**src/hdl/bp_pkg.sv**
```systemverilog
////////////////////
// Branch prediction package
// Widths, PC and counter typedefs, table geometry
// and the index/tag split of a fetch address
////////////////////

`default_nettype none

package bp_pkg;

  //////////////////// Widths and geometry
  localparam int PC_W       = 16;            // Instruction address width
  localparam int BP_ENTRIES = 8;             // Entries per table
  localparam int BP_IDX_W   = 3;             // log2 of BP_ENTRIES
  localparam int BP_TAG_LSB = 4;             // Lowest PC bit in the tag
  localparam int BP_TAG_W   = PC_W - BP_TAG_LSB;

  typedef logic [PC_W-1:0]     pc_t;         // Byte address, bit 0 always zero
  typedef logic [BP_IDX_W-1:0] bp_idx_t;     // Table index, PC[3:1]
  typedef logic [BP_TAG_W-1:0] bp_tag_t;     // Table tag, PC[15:4]

  localparam pc_t PC_STEP  = 16'd2;          // 2-byte instructions
  localparam pc_t RESET_PC = 16'h0000;       // First fetch address

  // 2-bit saturating counter, bit 1 is the direction
  typedef enum logic [1:0] {
    STRONG_NOT_TAKEN = 2'b00,
    WEAK_NOT_TAKEN   = 2'b01,
    WEAK_TAKEN       = 2'b10,
    STRONG_TAKEN     = 2'b11
  } bp_state_t;

  //////////////////// Address split
  function automatic bp_idx_t pc_idx(input pc_t pc);
    return pc[BP_IDX_W:1];                   // Skip the halfword bit
  endfunction

  function automatic bp_tag_t pc_tag(input pc_t pc);
    return pc[PC_W-1:BP_TAG_LSB];            // Upper bits above the index
  endfunction

endpackage

`default_nettype wire
```
**src/hdl/bp_top.sv**
```systemverilog
////////////////////
// Fetch front end top
// Fetch unit, dynamic predictor and resolver wired together
////////////////////

`timescale 1ns/1ps
`default_nettype none

module bp_top (
  input  logic              clk,            // System clock
  input  logic              rst,            // Sync reset, active high
  input  logic              enable,         // Front end running
  input  logic              is_branch,      // Decode sees a branch in IF/ID
  input  logic              actual_taken,   // Its resolved direction
  input  bp_pkg::pc_t       actual_target,  // Its resolved target
  output bp_pkg::pc_t       fetch_pc,       // Current fetch address
  output bp_pkg::pc_t       redirect_pc,    // Correction address
  output logic              pred_taken,     // Fetch PC predicted taken
  output logic              mispredict,     // Flush request
  output bp_pkg::bp_state_t pred_state,     // Counter for the fetch PC
  output bp_pkg::pc_t       pred_target     // Predicted target
);

  import bp_pkg::*;

  //////////////////// IF/ID and strobes
  pc_t       id_pc;
  pc_t       id_pred_target;
  bp_state_t id_state;
  logic      id_pred_taken;
  logic      bht_wen;
  logic      btb_wen;

  fetch_unit u_fetch (
    .clk            (clk),
    .rst            (rst),
    .enable         (enable),
    .pred_taken     (pred_taken),
    .mispredict     (mispredict),
    .pred_target    (pred_target),
    .redirect_pc    (redirect_pc),
    .pred_state     (pred_state),
    .fetch_pc       (fetch_pc),
    .id_pc          (id_pc),
    .id_pred_target (id_pred_target),
    .id_state       (id_state),
    .id_pred_taken  (id_pred_taken)
  );

  dynamic_branch_predictor u_dbp (
    .clk           (clk),
    .rst           (rst),
    .enable        (enable),
    .fetch_pc      (fetch_pc),
    .id_pc         (id_pc),
    .actual_target (actual_target),
    .id_state      (id_state),
    .bht_wen       (bht_wen),
    .btb_wen       (btb_wen),
    .actual_taken  (actual_taken),
    .pred_taken    (pred_taken),
    .pred_state    (pred_state),
    .pred_target   (pred_target)
  );

  branch_resolver u_resolve (
    .enable         (enable),
    .is_branch      (is_branch),
    .actual_taken   (actual_taken),
    .id_pred_taken  (id_pred_taken),
    .id_pc          (id_pc),
    .id_pred_target (id_pred_target),
    .actual_target  (actual_target),
    .bht_wen        (bht_wen),
    .btb_wen        (btb_wen),
    .mispredict     (mispredict),
    .redirect_pc    (redirect_pc)
  );

endmodule

`default_nettype wire

```
**src/hdl/fetch_unit.sv**
```systemverilog
////////////////////
// Fetch unit
// PC register with next-PC priority, IF/ID register
// with bubble insertion on a mispredict
////////////////////

`timescale 1ns/1ps
`default_nettype none

module fetch_unit (
  input  logic              clk,            // System clock
  input  logic              rst,            // Sync reset, active high
  input  logic              enable,         // Low stalls PC and IF/ID
  input  logic              pred_taken,     // Predictor says jump
  input  logic              mispredict,     // Resolver says flush
  input  bp_pkg::pc_t       pred_target,    // Predicted target
  input  bp_pkg::pc_t       redirect_pc,    // Corrected fetch address
  input  bp_pkg::bp_state_t pred_state,     // Counter for the fetch PC
  output bp_pkg::pc_t       fetch_pc,       // Current fetch address
  output bp_pkg::pc_t       id_pc,          // IF/ID address
  output bp_pkg::pc_t       id_pred_target, // IF/ID predicted target
  output bp_pkg::bp_state_t id_state,       // IF/ID predicted counter
  output logic              id_pred_taken   // IF/ID predicted direction
);

  import bp_pkg::*;

  pc_t next_pc;                             // PC for the next edge

  //////////////////// Next PC
  always_comb begin
    if (mispredict) begin
      next_pc = redirect_pc;                // Correction wins
    end else if (pred_taken) begin
      next_pc = pred_target;                // Follow the BTB
    end else begin
      next_pc = fetch_pc + PC_STEP;         // Sequential
    end
  end

  always_ff @(posedge clk) begin
    if (rst) begin
      fetch_pc <= RESET_PC;
    end else if (enable) begin
      fetch_pc <= next_pc;
    end
  end

  //////////////////// IF/ID
  always_ff @(posedge clk) begin
    if (rst) begin
      id_pc          <= RESET_PC;
      id_pred_target <= '0;
      id_state       <= STRONG_NOT_TAKEN;
      id_pred_taken  <= 1'b0;
    end else if (enable) begin
      id_pc          <= fetch_pc;
      id_pred_target <= pred_target;
      if (mispredict) begin
        // Wrong-path fetch becomes a bubble
        id_state      <= STRONG_NOT_TAKEN;
        id_pred_taken <= 1'b0;
      end else begin
        id_state      <= pred_state;
        id_pred_taken <= pred_taken;
      end
    end
  end

endmodule

`default_nettype wire

```
**src/hdl/branch_resolver.sv**
```systemverilog
////////////////////
// Branch resolver
// Compares IF/ID prediction with the decoded outcome,
// drives table strobes, mispredict and redirect PC
////////////////////

`timescale 1ns/1ps
`default_nettype none

module branch_resolver (
  input  logic        enable,               // Front end running
  input  logic        is_branch,            // IF/ID holds a branch
  input  logic        actual_taken,         // Resolved direction
  input  logic        id_pred_taken,        // Direction predicted at fetch
  input  bp_pkg::pc_t id_pc,                // Address of the branch
  input  bp_pkg::pc_t id_pred_target,       // Target predicted at fetch
  input  bp_pkg::pc_t actual_target,        // Resolved target
  output logic        bht_wen,              // Update counter
  output logic        btb_wen,              // Update target
  output logic        mispredict,           // Flush and redirect fetch
  output bp_pkg::pc_t redirect_pc           // Correct next fetch address
);

  import bp_pkg::*;

  logic dir_miss;                           // Direction was wrong
  logic tgt_miss;                           // Taken guess, wrong target
  pc_t  fall_through;                       // Sequential successor

  //////////////////// Table strobes
  assign bht_wen = enable && is_branch;                   // Every resolved branch
  assign btb_wen = enable && is_branch && actual_taken;   // Only taken ones have a target

  //////////////////// Misprediction
  assign dir_miss   = (id_pred_taken != actual_taken);
  assign tgt_miss   = id_pred_taken && (id_pred_target != actual_target);
  assign mispredict = is_branch && (dir_miss || tgt_miss);

  // Not-taken branch resumes right after itself
  assign fall_through = id_pc + PC_STEP;
  assign redirect_pc  = actual_taken ? actual_target : fall_through;

  // Non-branch slots and bubbles must never flush the front end
  always_comb begin
    mispredict_branch_a : assert #0 (!mispredict || is_branch)
      else $error("mispredict raised without a branch in IF/ID");
  end

endmodule

`default_nettype wire

```
**src/hdl/dynamic_branch_predictor.sv**
```systemverilog
////////////////////
// Dynamic branch predictor
// BHT plus BTB, taken decision and target for the fetch PC
////////////////////

`timescale 1ns/1ps
`default_nettype none

module dynamic_branch_predictor (
  input  logic              clk,            // System clock
  input  logic              rst,            // Sync reset, active high
  input  logic              enable,         // Front end running
  input  bp_pkg::pc_t       fetch_pc,       // Address being fetched
  input  bp_pkg::pc_t       id_pc,          // Address of the branch in IF/ID
  input  bp_pkg::pc_t       actual_target,  // Resolved target from decode
  input  bp_pkg::bp_state_t id_state,       // Counter predicted for id_pc
  input  logic              bht_wen,        // BHT update strobe
  input  logic              btb_wen,        // BTB update strobe
  input  logic              actual_taken,   // Resolved direction
  output logic              pred_taken,     // Fetch PC predicted taken
  output bp_pkg::bp_state_t pred_state,     // Counter for the fetch PC
  output bp_pkg::pc_t       pred_target     // Predicted target
);

  import bp_pkg::*;

  bp_state_t bht_state;                     // Raw counter read
  logic      bht_hit;                       // BHT tag hit
  pc_t       btb_target;                    // Raw target read
  logic      btb_hit;                       // BTB tag hit

  branch_history_table u_bht (
    .clk           (clk),
    .rst           (rst),
    .rd_pc         (fetch_pc),
    .wr_pc         (id_pc),
    .wr_en         (bht_wen),
    .actual_taken  (actual_taken),
    .wr_prev_state (id_state),
    .rd_state      (bht_state),
    .rd_hit        (bht_hit)
  );

  branch_target_buffer u_btb (
    .clk       (clk),
    .rst       (rst),
    .rd_pc     (fetch_pc),
    .wr_pc     (id_pc),
    .wr_target (actual_target),
    .wr_en     (btb_wen),
    .rd_target (btb_target),
    .rd_hit    (btb_hit)
  );

  //////////////////// Outputs
  assign pred_state  = enable ? bht_state : STRONG_NOT_TAKEN;   // Zero while stalled
  assign pred_target = (enable && btb_hit) ? btb_target : '0;   // Miss gives no target
  assign pred_taken  = bht_hit && pred_state[1];                // Counter bit 1 is direction

endmodule

`default_nettype wire

```
**src/hdl/branch_target_buffer.sv**
```systemverilog
////////////////////
// Branch target buffer
// 8 tagged targets, combinational read, registered write
////////////////////

`timescale 1ns/1ps
`default_nettype none

module branch_target_buffer (
  input  logic        clk,                  // System clock
  input  logic        rst,                  // Sync reset, active high
  input  bp_pkg::pc_t rd_pc,                // Fetch address to look up
  input  bp_pkg::pc_t wr_pc,                // Address of the taken branch
  input  bp_pkg::pc_t wr_target,            // Resolved target
  input  logic        wr_en,                // Write strobe, taken branches only
  output bp_pkg::pc_t rd_target,            // Target of the indexed entry
  output logic        rd_hit                // Entry valid and tag equal
);

  import bp_pkg::*;

  logic [BP_ENTRIES-1:0] valid;             // One valid bit per entry
  bp_tag_t tag_mem [BP_ENTRIES];            // Stored PC tags
  pc_t     tgt_mem [BP_ENTRIES];            // Stored targets

  bp_idx_t rd_idx;
  bp_idx_t wr_idx;

  assign rd_idx = pc_idx(rd_pc);
  assign wr_idx = pc_idx(wr_pc);

  //////////////////// Lookup
  assign rd_target = tgt_mem[rd_idx];
  assign rd_hit    = valid[rd_idx] && (tag_mem[rd_idx] == pc_tag(rd_pc));

  //////////////////// Registered write
  always_ff @(posedge clk) begin
    if (rst) begin
      valid <= '0;
      for (int i = 0; i < BP_ENTRIES; i++) begin
        tgt_mem[i] <= '0;                   // Zero target out of reset
      end
    end else if (wr_en) begin
      valid[wr_idx]   <= 1'b1;
      tgt_mem[wr_idx] <= wr_target;
    end
  end

  always_ff @(posedge clk) begin
    if (wr_en) begin
      tag_mem[wr_idx] <= pc_tag(wr_pc);
    end
  end

  // Decode hands over halfword-aligned targets only
  wr_target_even_a : assert property (@(posedge clk) disable iff (rst)
    wr_en |-> (wr_target[0] == 1'b0))
    else $error("BTB write with odd target %h", wr_target);

endmodule

`default_nettype wire

```
**src/hdl/branch_history_table.sv**
```systemverilog
////////////////////
// Branch history table
// 8 tagged 2-bit saturating counters, combinational read,
// registered update with the next-counter rule
////////////////////

`timescale 1ns/1ps
`default_nettype none

module branch_history_table (
  input  logic              clk,            // System clock
  input  logic              rst,            // Sync reset, active high
  input  bp_pkg::pc_t       rd_pc,          // Fetch address to look up
  input  bp_pkg::pc_t       wr_pc,          // Address of the resolved branch
  input  logic              wr_en,          // Update strobe from resolver
  input  logic              actual_taken,   // Resolved direction
  input  bp_pkg::bp_state_t wr_prev_state,  // Counter value that was predicted
  output bp_pkg::bp_state_t rd_state,       // Counter of the indexed entry
  output logic              rd_hit          // Entry valid and tag equal
);

  import bp_pkg::*;

  //////////////////// Storage
  logic [BP_ENTRIES-1:0] valid;             // One valid bit per entry
  bp_tag_t   tag_mem [BP_ENTRIES];          // Stored PC tags
  bp_state_t cnt_mem [BP_ENTRIES];          // Saturating counters

  bp_idx_t   rd_idx;                        // Read side index
  bp_tag_t   rd_tag;                        // Read side tag
  bp_idx_t   wr_idx;                        // Write side index
  bp_tag_t   wr_tag;                        // Write side tag
  logic      wr_match;                      // Write address already owns the entry
  bp_state_t next_state;                    // Counter value to store

  assign rd_idx = pc_idx(rd_pc);
  assign rd_tag = pc_tag(rd_pc);
  assign wr_idx = pc_idx(wr_pc);
  assign wr_tag = pc_tag(wr_pc);

  //////////////////// Lookup
  assign rd_state = cnt_mem[rd_idx];        // Raw counter, even on a tag miss
  assign rd_hit   = valid[rd_idx] && (tag_mem[rd_idx] == rd_tag);
  assign wr_match = valid[wr_idx] && (tag_mem[wr_idx] == wr_tag);

  //////////////////// Counter update
  // Starts from the predicted value, not the current table contents
  always_comb begin
    next_state = STRONG_NOT_TAKEN;          // Default and tag-miss value
    case (wr_prev_state)
      STRONG_NOT_TAKEN: begin
        next_state = actual_taken ? WEAK_NOT_TAKEN : STRONG_NOT_TAKEN;
      end
      WEAK_NOT_TAKEN: begin
        if (wr_match) begin
          next_state = actual_taken ? WEAK_TAKEN : STRONG_NOT_TAKEN;
        end
      end
      WEAK_TAKEN: begin
        if (wr_match) begin
          next_state = actual_taken ? STRONG_TAKEN : WEAK_NOT_TAKEN;
        end
      end
      STRONG_TAKEN: begin
        if (wr_match) begin
          next_state = actual_taken ? STRONG_TAKEN : WEAK_TAKEN;
        end
      end
      default: begin
        next_state = STRONG_NOT_TAKEN;      // Unknown predicted value
      end
    endcase
  end

  //////////////////// Registered write
  always_ff @(posedge clk) begin
    if (rst) begin
      valid <= '0;                          // All entries empty
      for (int i = 0; i < BP_ENTRIES; i++) begin
        cnt_mem[i] <= STRONG_NOT_TAKEN;
      end
    end else if (wr_en) begin
      valid[wr_idx]   <= 1'b1;              // Entry now owned by wr_pc
      cnt_mem[wr_idx] <= next_state;
    end
  end

  always_ff @(posedge clk) begin
    if (wr_en) begin
      tag_mem[wr_idx] <= wr_tag;            // Meaningless until valid is set
    end
  end

  // Predicted state travels through IF/ID, so it must be clean at resolve
  wr_state_known_a : assert property (@(posedge clk) disable iff (rst)
    wr_en |-> !$isunknown(wr_prev_state))
    else $error("BHT update with unknown predicted state");

endmodule

`default_nettype wire

```
**config.mk**
```make
export PLATFORM = sky130hd
export DESIGN_NAME = bp_top
export DESIGN_NICKNAME = d
export VERILOG_FILES = /design/src/hdl/bp_pkg.sv /design/src/hdl/bp_top.sv /design/src/hdl/fetch_unit.sv /design/src/hdl/branch_resolver.sv /design/src/hdl/dynamic_branch_predictor.sv /design/src/hdl/branch_target_buffer.sv /design/src/hdl/branch_history_table.sv
export SDC_FILE = /design/constraint.sdc
export NUM_CORES = 1
export LEC_CHECK = 0
export BUFFER_PORTS_ARGS = -buffer_cell sky130_fd_sc_hd__buf_4
export CAP_MARGIN = 25
export CORE_MARGIN = 4
export CORE_UTILIZATION = 55
export CTS_CLUSTER_SIZE = 16
export DETAILED_ROUTE_END_ITERATION = 10
export PLACE_DENSITY = 0.75
export REMOVE_ABC_BUFFERS = 1
export SYNTH_ARGS = -nofsm -noshare
export SYNTH_HDL_FRONTEND = slang
export SYNTH_SLANG_ARGS = --single-unit
```
**constraint.sdc**
```tcl
create_clock -name clk -period 6.99 [get_ports clk]
set_clock_uncertainty 0.2 [all_clocks]
set_input_delay 0 -clock clk [delete_from_list [all_inputs] [get_ports clk]]
set_output_delay 0 -clock clk [all_outputs]
set_load 0.005 [all_outputs]
```
==> results.py <==
metrics = {
    "detailed_routing": {
        "wl_mm": 50.8,
        "routed_via_density": 6.44,
        "ant_nets": 0,
        "drtIter0Drc": 1522,
        "route.detailed.drc": 0,
        "detail_route.wl_per_cell_microns": 26.8,
        "vias": 12200,
        "first_pass_iters": 5,
    },
    "synth": {
        "synth_compound_area_frac": 0.0507,
        "ys_warn_count": 0,
        "synth.most_common_cell": "edfxtp_1",
        "synth_edf_count": 336,
        "synth-seq-area-share": 0.609,
        "synth_cells": 1339,
        "yosys.area_share.adder": 0.00132,
        "synth_area_per_cell_sq_um": 14.2,
        "synthSimpleGateAreaFrac": 0.110,
        "yosys_most_used_dff": "edfxtp_1",
        "synthesis.area_sq_um": 19000,
        "yosysTopAreaCellShare": 0.532,
        "ys_ff_latch": 409,
        "ys_types": 68,
        "yosys-top-cells-area": "edfxtp_1 53%, mux4_2 12%, dfxtp_1 7.7%",
        "synth_xor_area_frac": 0.0305,
        "netlist_top_cells_count": "336 x edfxtp_1, 127 x nor2_1, 102 x mux4_2, 82 x mux2i_1, 78 x and2_1",
        "synthMuxAreaShare": 0.169,
        "synth_top_family_by_area": "multiplexers",
        "yosys.area.top_type": "edfxtp_1",
        "synthArstFlopShare": 0,
    },
    "setup_path": {
        "cpMaxStageDelayCell": "dfxtp_4",
        "worstPathRequired_ps": 6790,
        "cp.arrival_ps": 4500,
        "critical_path.top_delay_family": "simple AND/OR/NAND/NOR gates",
        "crit_path_end_kind": "primary output",
        "startpoint_type": "flip-flop",
        "cpPeakStageDelay_ps": 840,
        "path_common_cell": "buf_4",
        "path_max_fanout": 36,
        "critical_path_buf_inv_count": 2,
        "critPathKind": "reg -> out",
        "worstPathCellList": "buf_4 -> mux4_2 -> mux2i_1 -> xnor2_1 -> nor4_2 -> nor3b_4 -> nand2_1 -> nor2_1 -> buf_4",
    },
    "grt": {
        "antenna_found_initial": 0,
        "grt_use_total": 0.268,
        "grt_pass1_wl_mm": 77.0,
        "first_global_vias": 12300,
        "grt-ovfl-total": 0,
        "grt_max_degree": 61,
    },
    "sta": {
        "fmax_ghz": 0.213,
        "slew_headroom": 0.286,
        "rsz0062_at_grt": "no",
        "finalCritPeriodShare": 0.672,
        "hold_viol": 0,
        "min_period_ps": 4700,
        "max_slew.worst_pin.slew_ps": 1070,
        "drv_slew": 0,
        "final-setup-viol-count": 0,
        "setup_tns_ps": 0,
    },
    "die": {
        "die_h_microns": 194,
        "design.core.area_sq_um": 33800,
        "ios": 73,
        "die-area_sq_um": 37500,
        "placementRows": 67,
        "die_w_microns": 194,
        "start_util": 0.561,
    },
    "placement": {
        "hpwl_mm": 32.5,
        "place_inst": 1797,
        "place.gp.congestion": 0.909,
        "place.port_buffers": 72,
    },
    "finish": {
        "antenna_cells": 0,
        "areaGrowthSynthToFinish_pct": 13.6,
        "layout-drive-gt1-share": 0.220,
        "fin_cells": 1896,
        "nets": 1438,
    },
    "power": {
        "p_leak_nw": 7.52,
        "power_density_nw_per_um2": 251,
        "vdd_drop_max_mv": 0.170,
    },
    "clocking": {
        "cts_inserted_buffers": 42,
        "post_cts_buffers": 0,
        "cts_resized": 0,
        "cts_tree": "done",
        "clk_pin_slew_ps": 60,
        "clk_path_buf_depth": 3,
        "clockRootBuffer": "clkbuf_16",
        "cts.sinks": 409,
        "clkLatencyLatePin_ps": 530,
        "htreeDepth": 2,
    },
    "min_path": {
        "hp-class": "in -> reg",
    },
    "run": {
        "cap_violations": 0,
    },
    "run_status": {
        "status": "finished, final reports clean",
    },
}
timing repair:
item / 4_1_cts / 5_1_grt
setup endpoints to repair: 0 / 0
hold buffers: 21 / 0
hold endpoints to repair: 191 / 0
cells by family (layout without fill, tap and decap cells):
kind of cell,Yosys count,after routing
muxes,192,192
adders and majority gates,2,2
xor gates and xnor gates,66,66
and+or+nand+nor,411,411
AOI/OAI and AO/OA,140,140
buffers and inverters,119,228
DFF,409,409
layout by cell type, fill, tap and decap left out, types with 4 or more instances in the layout:
cell type      netlist  layout
or2_2               13      13
a22oi_1             12      12
nand3_1             21      21
a31oi_1              6       6
clkbuf_16            0      45
edfxtp_1           336     336
and3_1              28      28
and4_1               4       4
mux2i_1             82      82
nor4_1               9       6
nor2b_1             17      17
xnor2_1             43      43
nand4_1             19      19
clkbuf_8             0       4
clkinv_1             1       6
a21o_1              14      14
dlygate4sd3_1        0      21
nand2_1             63      63
nor2_1             127     127
a211oi_1             5       5
and2_1              78      78
inv_1               18      18
o21ai_0             36      36
clkbuf_1            60      11
nor3_4               0       4
mux4_2             102     102
xor2_1              23      23
nor4_2               1       4
dfxtp_1             73      69
a21oi_1             23      22
clkinv_2             0       9
buf_4                5     108
nor3_1              21      14
mux2_2               7       7
o21a_1              15      15
power breakdown:
group          leakage (nW)  switching (mW)  total, mW  internal, mW
clock network         0.665           0.918       2.20          1.28
logic                  2.97           0.252      0.456         0.203
registers              3.89          0.0720       2.74          2.67
flip-flops by register name, summed over array words and instances (netlist names), named ones only:
| register | cells |
|---|---|
| u_dbp.u_bht.cnt_mem | 16 |
| u_dbp.u_bht.tag_mem | 96 |
| u_dbp.u_bht.valid | 8 |
| u_dbp.u_btb.tag_mem | 96 |
| u_dbp.u_btb.tgt_mem | 128 |
| u_dbp.u_btb.valid | 8 |
| u_fetch.fetch_pc | 16 |
| u_fetch.id_pc | 16 |
| u_fetch.id_pred_taken | 1 |
| u_fetch.id_pred_target | 16 |
| u_fetch.id_state | 2 |
worst reg2reg max path: stages, from the launching register on:
cell and delay [ps]:
dfxtp_4 840, buf_4 580, mux4_2 570, mux2i_1 250, xnor2_1 190, a2111oi_4 410
nand4_1 510, o41ai_1 500, o221a_1 240
cell type report:
cell class | instances | area, sq um
Multi-Input combinational cell | 811 | 6940
Fill cell | 2411 | 12200
Timing Repair Buffer | 131 | 1060
Clock inverter | 18 | 140
Clock buffer | 59 | 1210
Inverter | 20 | 80.1
Tap cell | 448 | 561
Sequential cell | 409 | 11600
metrics by stage:
step	area [sq um]	power [mW]	util	hold slack, ps	setup WS [ps]
2_1_floorplan	18500	3.06	-	-132	1090
3_3_place_gp	19900	3.22	0.590	158	2750
3_5_place_dp	20000	3.23	0.592	163	2670
4_1_cts	21500	5.41	0.638	160	2270
5_1_grt	21600	5.55	0.638	194	1950
6_report	21600	5.40	0.638	174	2290
metal layers:
metal  vias to the layer above  GRT usage  wire length, microns
met3                       131     0.0473                  4890
met5                         -          0                     0
met1                      6209      0.377                 19800
met2                       660      0.432                 24200
li1                       5210          -                     -
met4                         0     0.0831                  1870
final timing paths:
kind | from | end | slack, ps | cells past startpoint
hold reg to reg | u_dbp.u_btb.valid[7] | u_dbp.u_btb.valid[7] | 250 | 1
setup / recovery | flip-flop | pred_target[3] | 2290 | 9
hold / removal | actual_target[0] | u_dbp.u_btb.tgt_mem[4][0] | 170 | 3
setup reg to reg | flip-flop | u_fetch.fetch_pc[13] | 2640 | 8
(Power assumes the default switching activity.)
